`config.mk`:
```
export PLATFORM = sky130hd
export DESIGN_NAME = csrUnit
export DESIGN_NICKNAME = d
export VERILOG_FILES = /design/src/common/csrPkg.sv /design/src/hdl/csrDecoder.sv /design/src/csrFile/csrFile.sv /design/src/hdl/csrResult.sv /design/src/hdl/csrUnit.sv
export SDC_FILE = /design/constraint.sdc
export NUM_CORES = 1
export LEC_CHECK = 0
export BUFFER_PORTS_ARGS = -buffer_cell sky130_fd_sc_hd__buf_2
export CORE_AREA = 2 2 271 273
export CTS_CLUSTER_DIAMETER = 60
export DETAILED_ROUTE_END_ITERATION = 8
export DIE_AREA = 0 0 273 275
export PLACE_DENSITY = 0.57
export SETUP_SLACK_MARGIN = 0.3
export SKIP_CTS_REPAIR_TIMING = 1
export SYNTH_ARGS = -nofsm -noshare
export SYNTH_HDL_FRONTEND = slang
export SYNTH_SLANG_ARGS = --single-unit
export TNS_END_PERCENT = 50
```
`constraint.sdc`:
```
create_clock -name clk -period 12.81 [get_ports clk]
set_input_delay 0.6405 -clock clk [delete_from_list [all_inputs] [get_ports clk]]
set_output_delay 0.6405 -clock clk [all_outputs]
set_load 0.05 [all_outputs]
```
`src/common/csrPkg.sv`:
```
//////////////////////////////////////////////////
// CSR unit shared definitions
// addresses, op codes, mstatus bits, stage payloads
//////////////////////////////////////////////////

package csrPkg;

    // data width of the core
    localparam int xlen = 64;

    // machine CSR addresses
    localparam logic [11:0] csrMstatus  = 12'h300;
    localparam logic [11:0] csrMtvec    = 12'h305;
    localparam logic [11:0] csrMscratch = 12'h340;
    localparam logic [11:0] csrMepc     = 12'h341;
    localparam logic [11:0] csrMcause   = 12'h342;

    // environment call from M-mode
    localparam logic [63:0] causeEcallM = 64'd11;

    // mstatus bit positions
    localparam int mstatusMie   = 3;
    localparam int mstatusMpie  = 7;
    localparam int mstatusMppLo = 11;
    localparam int mstatusMppHi = 12;

    // SYSTEM opcode and the two fixed encodings
    localparam logic [6:0]  opcodeSystem = 7'b1110011;
    localparam logic [31:0] instrEcall   = 32'h0000_0073;
    localparam logic [31:0] instrMret    = 32'h3020_0073;

    typedef enum logic [2:0] {
        opWrite,
        opSet,
        opClear,
        opEcall,
        opMret,
        opIllegal
    } csrOpE;

    // request as it arrives from the core
    typedef struct packed {
        logic [31:0]     instr;
        logic [xlen-1:0] rs1Data;
        logic [xlen-1:0] pc;
    } csrReqT;

    // decoded item between decode and result
    typedef struct packed {
        csrOpE           op;
        logic [11:0]     addr;
        // rs1Data or zero-extended zimm
        logic [xlen-1:0] operand;
        logic [xlen-1:0] pc;
    } csrDecT;

    // response back to the core
    typedef struct packed {
        logic [xlen-1:0] rdData;
        logic            redirect;
        logic [xlen-1:0] redirectPc;
        logic            illegal;
    } csrRespT;

endpackage

```
`src/hdl/csrDecoder.sv`:
```
//////////////////////////////////////////////////
// CSR decode stage
// splits a SYSTEM instruction into op, addr, operand
//////////////////////////////////////////////////

`timescale 1ns/10ps

module csrDecoder (
    input  logic           clk,
    input  logic           arstN,
    input  logic           reqValid,
    output logic           reqReady,
    input  csrPkg::csrReqT req,
    output logic           decValid,
    input  logic           decReady,
    output csrPkg::csrDecT dec
);

    logic [6:0]     opcode;
    logic [2:0]     funct3;
    logic [4:0]     zimm;
    csrPkg::csrDecT decNext;

    assign opcode = req.instr[6:0];
    assign funct3 = req.instr[14:12];
    // rs1 field doubles as the immediate
    assign zimm   = req.instr[19:15];

    always_comb begin
        decNext.op      = csrPkg::opIllegal;
        decNext.addr    = req.instr[31:20];
        decNext.operand = req.rs1Data;
        decNext.pc      = req.pc;
        if (opcode == csrPkg::opcodeSystem) begin
            case (funct3)
                3'd1: decNext.op = csrPkg::opWrite;
                3'd2: decNext.op = csrPkg::opSet;
                3'd3: decNext.op = csrPkg::opClear;
                3'd5: begin
                    decNext.op      = csrPkg::opWrite;
                    decNext.operand = {{(csrPkg::xlen - 5){1'b0}}, zimm};
                end
                3'd6: begin
                    decNext.op      = csrPkg::opSet;
                    decNext.operand = {{(csrPkg::xlen - 5){1'b0}}, zimm};
                end
                3'd7: begin
                    decNext.op      = csrPkg::opClear;
                    decNext.operand = {{(csrPkg::xlen - 5){1'b0}}, zimm};
                end
                3'd0: begin
                    // only the exact encodings count
                    if (req.instr == csrPkg::instrEcall) begin
                        decNext.op = csrPkg::opEcall;
                    end else if (req.instr == csrPkg::instrMret) begin
                        decNext.op = csrPkg::opMret;
                    end
                end
                default: decNext.op = csrPkg::opIllegal;
            endcase
        end
    end

    // stage takes a new item when empty or draining
    assign reqReady = !decValid || decReady;

    always_ff @(posedge clk or negedge arstN) begin
        if (!arstN) begin
            decValid <= 1'b0;
        end else if (reqReady) begin
            decValid <= reqValid;
        end
    end

    always_ff @(posedge clk) begin
        if (reqValid && reqReady) begin
            dec <= decNext;
        end
    end

endmodule

```
`src/csrFile/csrFile.sv`:
```
//////////////////////////////////////////////////
// machine CSR storage
// read by address, commit of rmw, ecall and mret
//////////////////////////////////////////////////

`timescale 1ns/10ps

module csrFile (
    input  logic                    clk,
    input  logic                    arstN,
    input  logic [11:0]             addr,
    input  csrPkg::csrOpE           op,
    input  logic                    commit,
    input  logic [csrPkg::xlen-1:0] newValue,
    input  logic [csrPkg::xlen-1:0] pc,
    output logic [csrPkg::xlen-1:0] rdata,
    output logic                    addrKnown,
    output logic [csrPkg::xlen-1:0] mtvec,
    output logic [csrPkg::xlen-1:0] mepc
);

    logic [csrPkg::xlen-1:0] mstatus;
    logic [csrPkg::xlen-1:0] mtvecQ;
    logic [csrPkg::xlen-1:0] mscratch;
    logic [csrPkg::xlen-1:0] mepcQ;
    logic [csrPkg::xlen-1:0] mcause;

    logic isCsrOp;
    logic csrWrite;
    logic ecallCommit;
    logic mretCommit;

    // read side
    always_comb begin
        rdata     = '0;
        addrKnown = 1'b1;
        case (addr)
            csrPkg::csrMstatus:  rdata = mstatus;
            csrPkg::csrMtvec:    rdata = mtvecQ;
            csrPkg::csrMscratch: rdata = mscratch;
            csrPkg::csrMepc:     rdata = mepcQ;
            csrPkg::csrMcause:   rdata = mcause;
            default:             addrKnown = 1'b0;
        endcase
    end

    assign isCsrOp = (op == csrPkg::opWrite) || (op == csrPkg::opSet) ||
                     (op == csrPkg::opClear);

    assign csrWrite    = commit && isCsrOp;
    assign ecallCommit = commit && (op == csrPkg::opEcall);
    assign mretCommit  = commit && (op == csrPkg::opMret);

    // mstatus sees csr writes plus the trap entry and exit
    always_ff @(posedge clk or negedge arstN) begin
        if (!arstN) begin
            mstatus <= '0;
        end else if (ecallCommit) begin
            mstatus[csrPkg::mstatusMpie] <= mstatus[csrPkg::mstatusMie];
            mstatus[csrPkg::mstatusMie]  <= 1'b0;
            // previous privilege is always M
            mstatus[csrPkg::mstatusMppHi:csrPkg::mstatusMppLo] <= 2'b11;
        end else if (mretCommit) begin
            mstatus[csrPkg::mstatusMie]  <= mstatus[csrPkg::mstatusMpie];
            mstatus[csrPkg::mstatusMpie] <= 1'b1;
        end else if (csrWrite && addr == csrPkg::csrMstatus) begin
            mstatus <= newValue;
        end
    end

    always_ff @(posedge clk or negedge arstN) begin
        if (!arstN) begin
            mtvecQ <= '0;
        end else if (csrWrite && addr == csrPkg::csrMtvec) begin
            mtvecQ <= newValue;
        end
    end

    always_ff @(posedge clk or negedge arstN) begin
        if (!arstN) begin
            mscratch <= '0;
        end else if (csrWrite && addr == csrPkg::csrMscratch) begin
            mscratch <= newValue;
        end
    end

    // ecall saves the pc of the trapping instruction
    always_ff @(posedge clk or negedge arstN) begin
        if (!arstN) begin
            mepcQ <= '0;
        end else if (ecallCommit) begin
            mepcQ <= pc;
        end else if (csrWrite && addr == csrPkg::csrMepc) begin
            mepcQ <= newValue;
        end
    end

    always_ff @(posedge clk or negedge arstN) begin
        if (!arstN) begin
            mcause <= '0;
        end else if (ecallCommit) begin
            mcause <= csrPkg::causeEcallM;
        end else if (csrWrite && addr == csrPkg::csrMcause) begin
            mcause <= newValue;
        end
    end

    // redirect targets for the result stage
    assign mtvec = mtvecQ;
    assign mepc  = mepcQ;

endmodule

```
`src/hdl/csrResult.sv`:
```
//////////////////////////////////////////////////
// CSR result stage
// builds write value and response, holds it for output
//////////////////////////////////////////////////

`timescale 1ns/10ps

module csrResult (
    input  logic                    clk,
    input  logic                    arstN,
    input  logic                    decValid,
    output logic                    decReady,
    input  csrPkg::csrDecT          dec,
    input  logic [csrPkg::xlen-1:0] rdata,
    input  logic                    addrKnown,
    input  logic [csrPkg::xlen-1:0] mtvec,
    input  logic [csrPkg::xlen-1:0] mepc,
    output logic                    commit,
    output logic [csrPkg::xlen-1:0] newValue,
    output logic                    respValid,
    input  logic                    respReady,
    output csrPkg::csrRespT         resp
);

    logic            isCsrOp;
    logic            illegal;
    csrPkg::csrRespT respNext;

    assign isCsrOp = (dec.op == csrPkg::opWrite) || (dec.op == csrPkg::opSet) ||
                     (dec.op == csrPkg::opClear);

    // unknown csr address only raises the illegal flag
    assign illegal = (dec.op == csrPkg::opIllegal) || (isCsrOp && !addrKnown);

    always_comb begin
        case (dec.op)
            csrPkg::opSet:   newValue = rdata | dec.operand;
            csrPkg::opClear: newValue = rdata & ~dec.operand;
            default:         newValue = dec.operand;
        endcase
    end

    assign decReady = !respValid || respReady;
    assign commit   = decValid && decReady && !illegal;

    always_comb begin
        respNext.rdData     = (isCsrOp && !illegal) ? rdata : '0;
        respNext.redirect   = (dec.op == csrPkg::opEcall) || (dec.op == csrPkg::opMret);
        respNext.redirectPc = '0;
        respNext.illegal    = illegal;
        if (dec.op == csrPkg::opEcall) begin
            respNext.redirectPc = mtvec;
        end else if (dec.op == csrPkg::opMret) begin
            respNext.redirectPc = mepc;
        end
    end

    always_ff @(posedge clk or negedge arstN) begin
        if (!arstN) begin
            respValid <= 1'b0;
        end else if (decReady) begin
            respValid <= decValid;
        end
    end

    always_ff @(posedge clk) begin
        if (decValid && decReady) begin
            resp <= respNext;
        end
    end

endmodule

```
`src/hdl/csrUnit.sv`:
```
//////////////////////////////////////////////////
// CSR unit top level
// decode, CSR file and result stage
//////////////////////////////////////////////////

`timescale 1ns/10ps

module csrUnit (
    input  logic            clk,
    input  logic            arstN,
    input  logic            reqValid,
    output logic            reqReady,
    input  csrPkg::csrReqT  req,
    output logic            respValid,
    input  logic            respReady,
    output csrPkg::csrRespT resp
);

    logic                    decValid;
    logic                    decReady;
    csrPkg::csrDecT          dec;
    logic [csrPkg::xlen-1:0] rdata;
    logic                    addrKnown;
    logic [csrPkg::xlen-1:0] mtvec;
    logic [csrPkg::xlen-1:0] mepc;
    logic                    commit;
    logic [csrPkg::xlen-1:0] newValue;

    csrDecoder csrDecoder_i (
        .clk      (clk),
        .arstN    (arstN),
        .reqValid (reqValid),
        .reqReady (reqReady),
        .req      (req),
        .decValid (decValid),
        .decReady (decReady),
        .dec      (dec)
    );

    // state updates on the edge the item enters the result register
    csrFile csrFile_i (
        .clk       (clk),
        .arstN     (arstN),
        .addr      (dec.addr),
        .op        (dec.op),
        .commit    (commit),
        .newValue  (newValue),
        .pc        (dec.pc),
        .rdata     (rdata),
        .addrKnown (addrKnown),
        .mtvec     (mtvec),
        .mepc      (mepc)
    );

    csrResult csrResult_i (
        .clk       (clk),
        .arstN     (arstN),
        .decValid  (decValid),
        .decReady  (decReady),
        .dec       (dec),
        .rdata     (rdata),
        .addrKnown (addrKnown),
        .mtvec     (mtvec),
        .mepc      (mepc),
        .commit    (commit),
        .newValue  (newValue),
        .respValid (respValid),
        .respReady (respReady),
        .resp      (resp)
    );

endmodule

```
==> flow_metrics.env, run 1 <==
export IMPL_wl_um=75530
export IMPL_wl_per_cell_um=22.86
export IMPL_final_period_utilization_pct=33.43
export IMPL_drt_pre_antenna_iters=9
export IMPL_yosys_area_top_type="edfxtp_1"
export IMPL_ios=296
export IMPL_yosysMostFrequentCell="dfrtp_1"
export IMPL_async_flop_share_pct=54.12
export IMPL_maxSlewViolCount=0
export IMPL_ant_nets=0
export IMPL_max_slew_margin_rel_pct=24.93
export IMPL_synthesis_nets=2238
export IMPL_synth_top_cell_area_share_pct=32.68
export IMPL_crit_chain="buf_4, nand4bb_1, o311a_1, or4_4, buf_4, o31a_1, o21ai_0"
export IMPL_synth_edf_count=273
export IMPL_critPathLaunchType="flip-flop"
export IMPL_grt_overflow_total=0
export IMPL_die_w_um=273
export IMPL_vias_per_cell=5.655
export IMPL_path_class="reg -> reg"
export IMPL_switchingPower_uw=1119
export IMPL_crit_required_ns=13.25
export IMPL_coreArea_mm2=0.07234
export IMPL_switching_share_pct=25.28
export IMPL_cts_buffers=70
export IMPL_violations="design-rule violations"
export IMPL_finClkSkew_ns=0.03099
export IMPL_drtIter0Drc=2027
export IMPL_p_leak_uw=0.01245
export IMPL_finalSetupTns_ns=0
export IMPL_synth_seq_area_share_pct=64.80
export IMPL_hpwl_um=43830
export IMPL_ff2ff_path_depth=7
export IMPL_cts_buffer_depth=3
export IMPL_grt_use_total_pct=19.85
export IMPL_crit_buf_inv=2
export IMPL_seqPwrFrac_pct=48.6
export IMPL_synth_distinct_cells=51
export IMPL_p_comb_share_pct=7.4
export IMPL_finalSetupViolCount=0
export IMPL_drc_errors=6
export IMPL_synth_ff_type="dfrtp_1"
export IMPL_wl_met1_um=30990
export IMPL_max_freq_ghz=0.2335
export IMPL_slowest_stage="edfxtp_1"
export IMPL_rsz0062_at_grt="no"
export IMPL_r2r_end="csrFile_i.mcause[59]"
export IMPL_clk_latency_ns=0.62
export IMPL_synth_seq_cells=595
export IMPL_die_h_um=275
export IMPL_cts_sinks=595
export IMPL_start_util_pct=34.68
export IMPL_htree_num_levels=3
export IMPL_placed_area_mm2=0.02736
export IMPL_syn_inst=2074
export IMPL_post_route_min_period_ns=4.283
export IMPL_route_met3_wl_um=5054
export IMPL_reg2reg_from="csrDecoder_i.dec[129]"
export IMPL_crit_fanout=69
export IMPL_netlist_top_cells_area="edfxtp_1 (33%), dfrtp_1 (32%), a222oi_1 (5.0%), a22o_1 (4.4%), a21oi_1 (3.8%)"
export IMPL_areaGrowthSynthToFinish_pct=18.01
export IMPL_wl_met2_um=37460
export IMPL_p_int_uw=3307
export IMPL_cts_tree="built"
export IMPL_rrSetupSlack_ns=8.53
export IMPL_finalNetCount=2452
export IMPL_port_buffers=295
export IMPL_ys_top_cells_by_count="dfrtp_1 (322), edfxtp_1 (273), nor2_1 (255)"
export IMPL_hp_class="in -> async"
export IMPL_slowest_delay_ns=0.89
export IMPL_layout_drive_gt1_share_pct=22.22
export IMPL_max_cap_violations=0
export IMPL_synth_area_per_cell_um2=12.10
export IMPL_root_buffer="clkbuf_16"
export IMPL_highest_layer="met4"
export IMPL_grt_pass1_wl_um=114800
export IMPL_path_common_cell="buf_4"
export IMPL_place_congestion=0.7792
export IMPL_status="finished with violations"
export IMPL_die_area_mm2=0.07508
export IMPL_netlist_area_mm2=0.02509
export IMPL_cts_clk_slew_worst_paths_ns=0.05
export IMPL_p_per_area_mw_per_mm2=149.5
export IMPL_num_vias=18680
export IMPL_ir_worst_vdd_mv=0.08607
export IMPL_setup_worst_path_end_class="flip-flop"
export IMPL_pwr_share_clk_pct=44.0
export IMPL_grt_antenna_before_repair=0
export IMPL_grt_pass1_vias=19140
export IMPL_hold_viol_final=0
export IMPL_num_rows=99
export IMPL_tightestPinTransition_ns=1.123
export IMPL_critPathTopFamily="buffers and inverters"
export IMPL_antenna_cells=0
export IMPL_final_cell_area_mm2=0.02960
export IMPL_grt_max_degree=96
export IMPL_crit_arrival_ns=4.73
export IMPL_synth_warnings=0
cell type report:
cell class	count	area, um2
timing repair buffer	322	1689
fill	6878	42730
sequential	595	16260
clock inverter	44	410.4
clock buffer	85	1838
multi-input combinational	1292	8180
inverter	7	31.28
tap	959	1200
per-stage QoR:
stage / cells / utilization (%) / total power (uW) / hold slack, ns / setup slack, ns
3_3_place_gp: 3175 / 37.82 / 2510 / 0.4489 / 8.724
5_1_grt: 3304 / 40.92 / 4588 / 0.1156 / 8.345
2_1_floorplan: 2074 / - / 2383 / 0.3449 / 7.774
4_1_cts: 3304 / 40.92 / 4471 / 0.07295 / 8.578
6_report: 3304 / 40.92 / 4426 / 0.03403 / 8.527
3_5_place_dp: 3175 / 37.82 / 2516 / 0.4525 / 8.600
logic make-up (layout without fill, tap and decap cells):
| kind of cell | Yosys count | count (layout) | share of synthesized area (%) |
|---|---|---|---|
| AO/OA/AOI/OAI | 589 | 589 | 17.28 |
| XOR/XNOR | 1 | 1 | 0.03492 |
| buffers and inverters | 187 | 458 | 3.003 |
| flip-flops | 595 | 595 | 64.80 |
| multiplexers | 71 | 71 | 3.177 |
| AND/OR/NAND/NOR | 631 | 631 | 11.71 |
power groups by stage:
stage          Sequential [uW]  Clock, uW  Combinational [uW]
5_1_grt                   2160       2080                 353
4_1_cts                   2150       1990                 332
3_3_place_gp              2180          0                 325
6_report                  2150       1950                 327
3_5_place_dp              2190          0                 331
2_1_floorplan             2260          0                 121
flip-flops by register name, summed over array words and instances, names as in the netlist, 64 cells and up:
name and count:
csrFile_i.mstatus 64, csrResult_i.resp 130, csrFile_i.mscratch 64, csrDecoder_i.dec 143
csrFile_i.mepc 64, csrFile_i.mtvec 64, csrFile_i.mcause 64
layout by cell type, fill, tap and decap left out, types with 3 or more instances in the layout:
cell type,synthesis,layout
dfrtp_1,322,322
buf_2,8,294
edfxtp_1,273,273
nor2_1,255,254
nand2_1,194,194
a21oi_1,192,192
a22o_1,127,127
a222oi_1,125,125
clkbuf_16,0,70
mux2_2,69,69
or4_1,62,62
o31a_1,62,62
and2_1,64,61
o21ai_1,35,35
o21ai_0,32,32
buf_4,1,27
clkinv_1,0,15
clkbuf_1,153,12
inv_6,0,8
clkinv_2,0,7
or2_2,6,6
a22oi_1,6,6
inv_1,7,6
nand2b_1,6,5
nor3_1,6,5
nor4_1,8,5
nor4_2,1,4
clkinv_8,0,4
bufinv_16,0,4
nor2b_1,6,3
and2_4,0,3
nand4b_1,3,3
or3_4,0,3
nor2b_4,0,3
clkinv_4,0,3
clkbuf_8,0,3
layer usage:
metal  vias to the layer above  track usage, %
met1                      9400           25.87
met3                       131           2.959
met5                         -               0
li1                       8329               -
met4                         0           7.650
met2                       824           33.46
worst reg2reg max path, cell delays in order (launching register included):
cell and delay (ns):
edfxtp_1 0.89, buf_4 0.88, nand4bb_1 0.31, o311a_1 0.27, or4_4 0.53, buf_4 0.82, o31a_1 0.32, o21ai_0 0.11
worst max-delay path by stage:
| stage | depth (start not counted) | slack [ns] | from | to |
|---|---|---|---|---|
| 2_1_floorplan | 3 | 7.77 | csrResult_i.respValid | csrDecoder_i.dec[0] |
| 3_3_place_gp | 7 | 8.72 | csrDecoder_i.dec[129] | csrFile_i.mtvec[31] |
| 3_5_place_dp | 7 | 8.60 | csrDecoder_i.dec[129] | csrFile_i.mcause[59] |
| 4_1_cts | 7 | 8.58 | csrDecoder_i.dec[129] | csrFile_i.mcause[63] |
| 5_1_grt | 7 | 8.35 | csrDecoder_i.dec[129] | csrFile_i.mcause[36] |
| 6_report | 7 | 8.53 | csrDecoder_i.dec[129] | csrFile_i.mcause[59] |
Note: power is estimated with default switching activity, not from simulation.
==> run 2, diff against run 1 <==
Settings changed: PLACE_DENSITY 0.57 to 0.59.
Clock period 12.81 ns to 3.7 ns, I/O delays scaled along.
==> flow_metrics.env, run 2 (synthesized netlist as in run 1, its figures left out) <==
export IMPL_max_cap_violations=0
export IMPL_cts_buffer_depth=3
export IMPL_switching_share_pct=24.18
export IMPL_critPathTopFamily="simple AND/OR/NAND/NOR gates"
export IMPL_place_congestion=0.7744
export IMPL_num_rows=99
export IMPL_rrSetupSlack_ns=0.65
export IMPL_p_leak_uw=0.01322
export IMPL_crit_buf_inv=1
export IMPL_critPathLaunchType="flip-flop"
export IMPL_num_vias=19170
export IMPL_grt_antenna_before_repair=2
export IMPL_crit_chain="or3b_1, o311a_1, or4_4, buf_4, or4_1, nand2_1"
export IMPL_grt_overflow_total=0
export IMPL_status="finished, final reports clean"
export IMPL_die_h_um=275
export IMPL_seqPwrFrac_pct=47.2
export IMPL_maxSlewViolCount=0
export IMPL_finalSetupViolCount=0
export IMPL_hold_viol_final=0
export IMPL_setup_worst_path_end_class="flip-flop"
export IMPL_top_register="csrDecoder_i.dec"
export IMPL_crit_arrival_ns=3.57
export IMPL_largest_reg_flops=143
export IMPL_crit_fanout=38
export IMPL_die_area_mm2=0.07508
export IMPL_crit_required_ns=4.22
export IMPL_cts_tree="built"
export IMPL_die_w_um=273
export IMPL_hp_class="in -> reg"
export IMPL_start_util_pct=34.68
export IMPL_grt_max_degree=131
export IMPL_max_freq_ghz=0.3282
export IMPL_slowest_delay_ns=0.71
export IMPL_finClkSkew_ns=0.03574
export IMPL_drtIter0Drc=2180
export IMPL_total_power_uw=15750
export IMPL_grt_pass1_wl_um=116900
export IMPL_p_comb_share_pct=8.2
export IMPL_nFillCells=6691
export IMPL_p_per_area_mw_per_mm2=500.9
export IMPL_post_route_min_period_ns=3.047
export IMPL_switchingPower_uw=3808
export IMPL_grt_pass1_vias=19200
export IMPL_path_class="reg -> reg"
export IMPL_wl_um=77770
export IMPL_layout_drive_gt1_share_pct=21.58
export IMPL_cts_sinks=595
export IMPL_rsz0062_at_grt="no"
export IMPL_p_int_uw=11940
export IMPL_ant_nets=0
export IMPL_final_period_utilization_pct=82.35
export IMPL_holdWs_ns=0.006705
export IMPL_htree_num_levels=3
export IMPL_drt_pre_antenna_iters=8
export IMPL_root_buffer="clkbuf_16"
export IMPL_finalNetCount=2607
export IMPL_finalSetupTns_ns=0
export IMPL_clk_latency_ns=0.61
export IMPL_max_slew_margin_rel_pct=26.36
export IMPL_place_ws_ns=0.7127
export IMPL_pwr_share_clk_pct=44.6
export IMPL_vias_per_cell=5.535
export IMPL_mostFrequentLayoutCells="dfrtp_1 (321), buf_2 (294), edfxtp_1 (273)"
export IMPL_areaGrowthSynthToFinish_pct=25.35
export IMPL_drc_errors=0
export IMPL_wl_per_cell_um=22.46
export IMPL_ir_worst_vdd_mv=0.3112
export IMPL_cts_buffers=71
export IMPL_hpwl_um=44750
export IMPL_ios=296
export IMPL_mostFrequentLayoutCell="dfrtp_1"
export IMPL_top_regs="csrDecoder_i.dec x143, csrResult_i.resp x130"
export IMPL_slowest_stage="or4_4"
export IMPL_coreArea_mm2=0.07234
export IMPL_cts_clk_slew_worst_paths_ns=0.06
export IMPL_port_buffers=295
export IMPL_tightestPinTransition_ns=1.105
export IMPL_grt_use_total_pct=20.36
export IMPL_final_util_pct=43.47
export IMPL_setup_ws_ns=0.6532
-- run 2: cell type report --
| cell class | instances | area (um2) | share of cell area (%) |
|---|---|---|---|
| inverter | 7 | 30.03 | 0.09549 |
| antenna | 2 | 5.005 | 0.01592 |
| timing repair buffer | 476 | 3366 | 10.70 |
| sequential | 595 | 16260 | 51.70 |
| tap | 959 | 1200 | 3.816 |
| clock buffer | 113 | 2172 | 6.907 |
| multi-input combinational | 1292 | 8208 | 26.10 |
| clock inverter | 19 | 209.0 | 0.6645 |
-- run 2: final timing paths --
path                                        from              endpoint  depth (start not counted)
setup reg to reg           csrDecoder_i.dec[130]    csrFile_i.mepc[41]                          6
setup / recovery           csrDecoder_i.dec[130]    csrFile_i.mepc[41]                          6
max in group asynchronous                  arstN    csrFile_i.mepc[52]                          3
hold / removal                          req[145]  csrDecoder_i.dec[66]                          2
hold reg to reg             csrDecoder_i.dec[23]    csrFile_i.mepc[23]                          2
min in group asynchronous                  arstN    csrFile_i.mepc[57]                          2
-- run 2: power by group through the flow --
stage	Clock (uW)	Combinational [uW]	Sequential (uW)
global route	7430	1380	7470
CTS	7160	1190	7440
detailed placement	0	1180	7560
floorplan	0	425	7820
global placement	0	1160	7550
finish	7020	1290	7440
-- run 2: per-stage QoR --
stage | instance area (um2) | cells
final | 31450 | 3463
after global routing | 31440 | 3462
after CTS | 30010 | 3318
after detailed placement | 27630 | 3186
after global placement | 27630 | 3186
after floorplan | 25150 | 2074
-- run 2: routing by layer --
metal | share of wire, % | GRT usage, %
met5 | 0 | 0
met4 | 2.5 | 7.176
met3 | 7.5 | 3.718
met2 | 47 | 32.58
met1 | 43 | 27.82
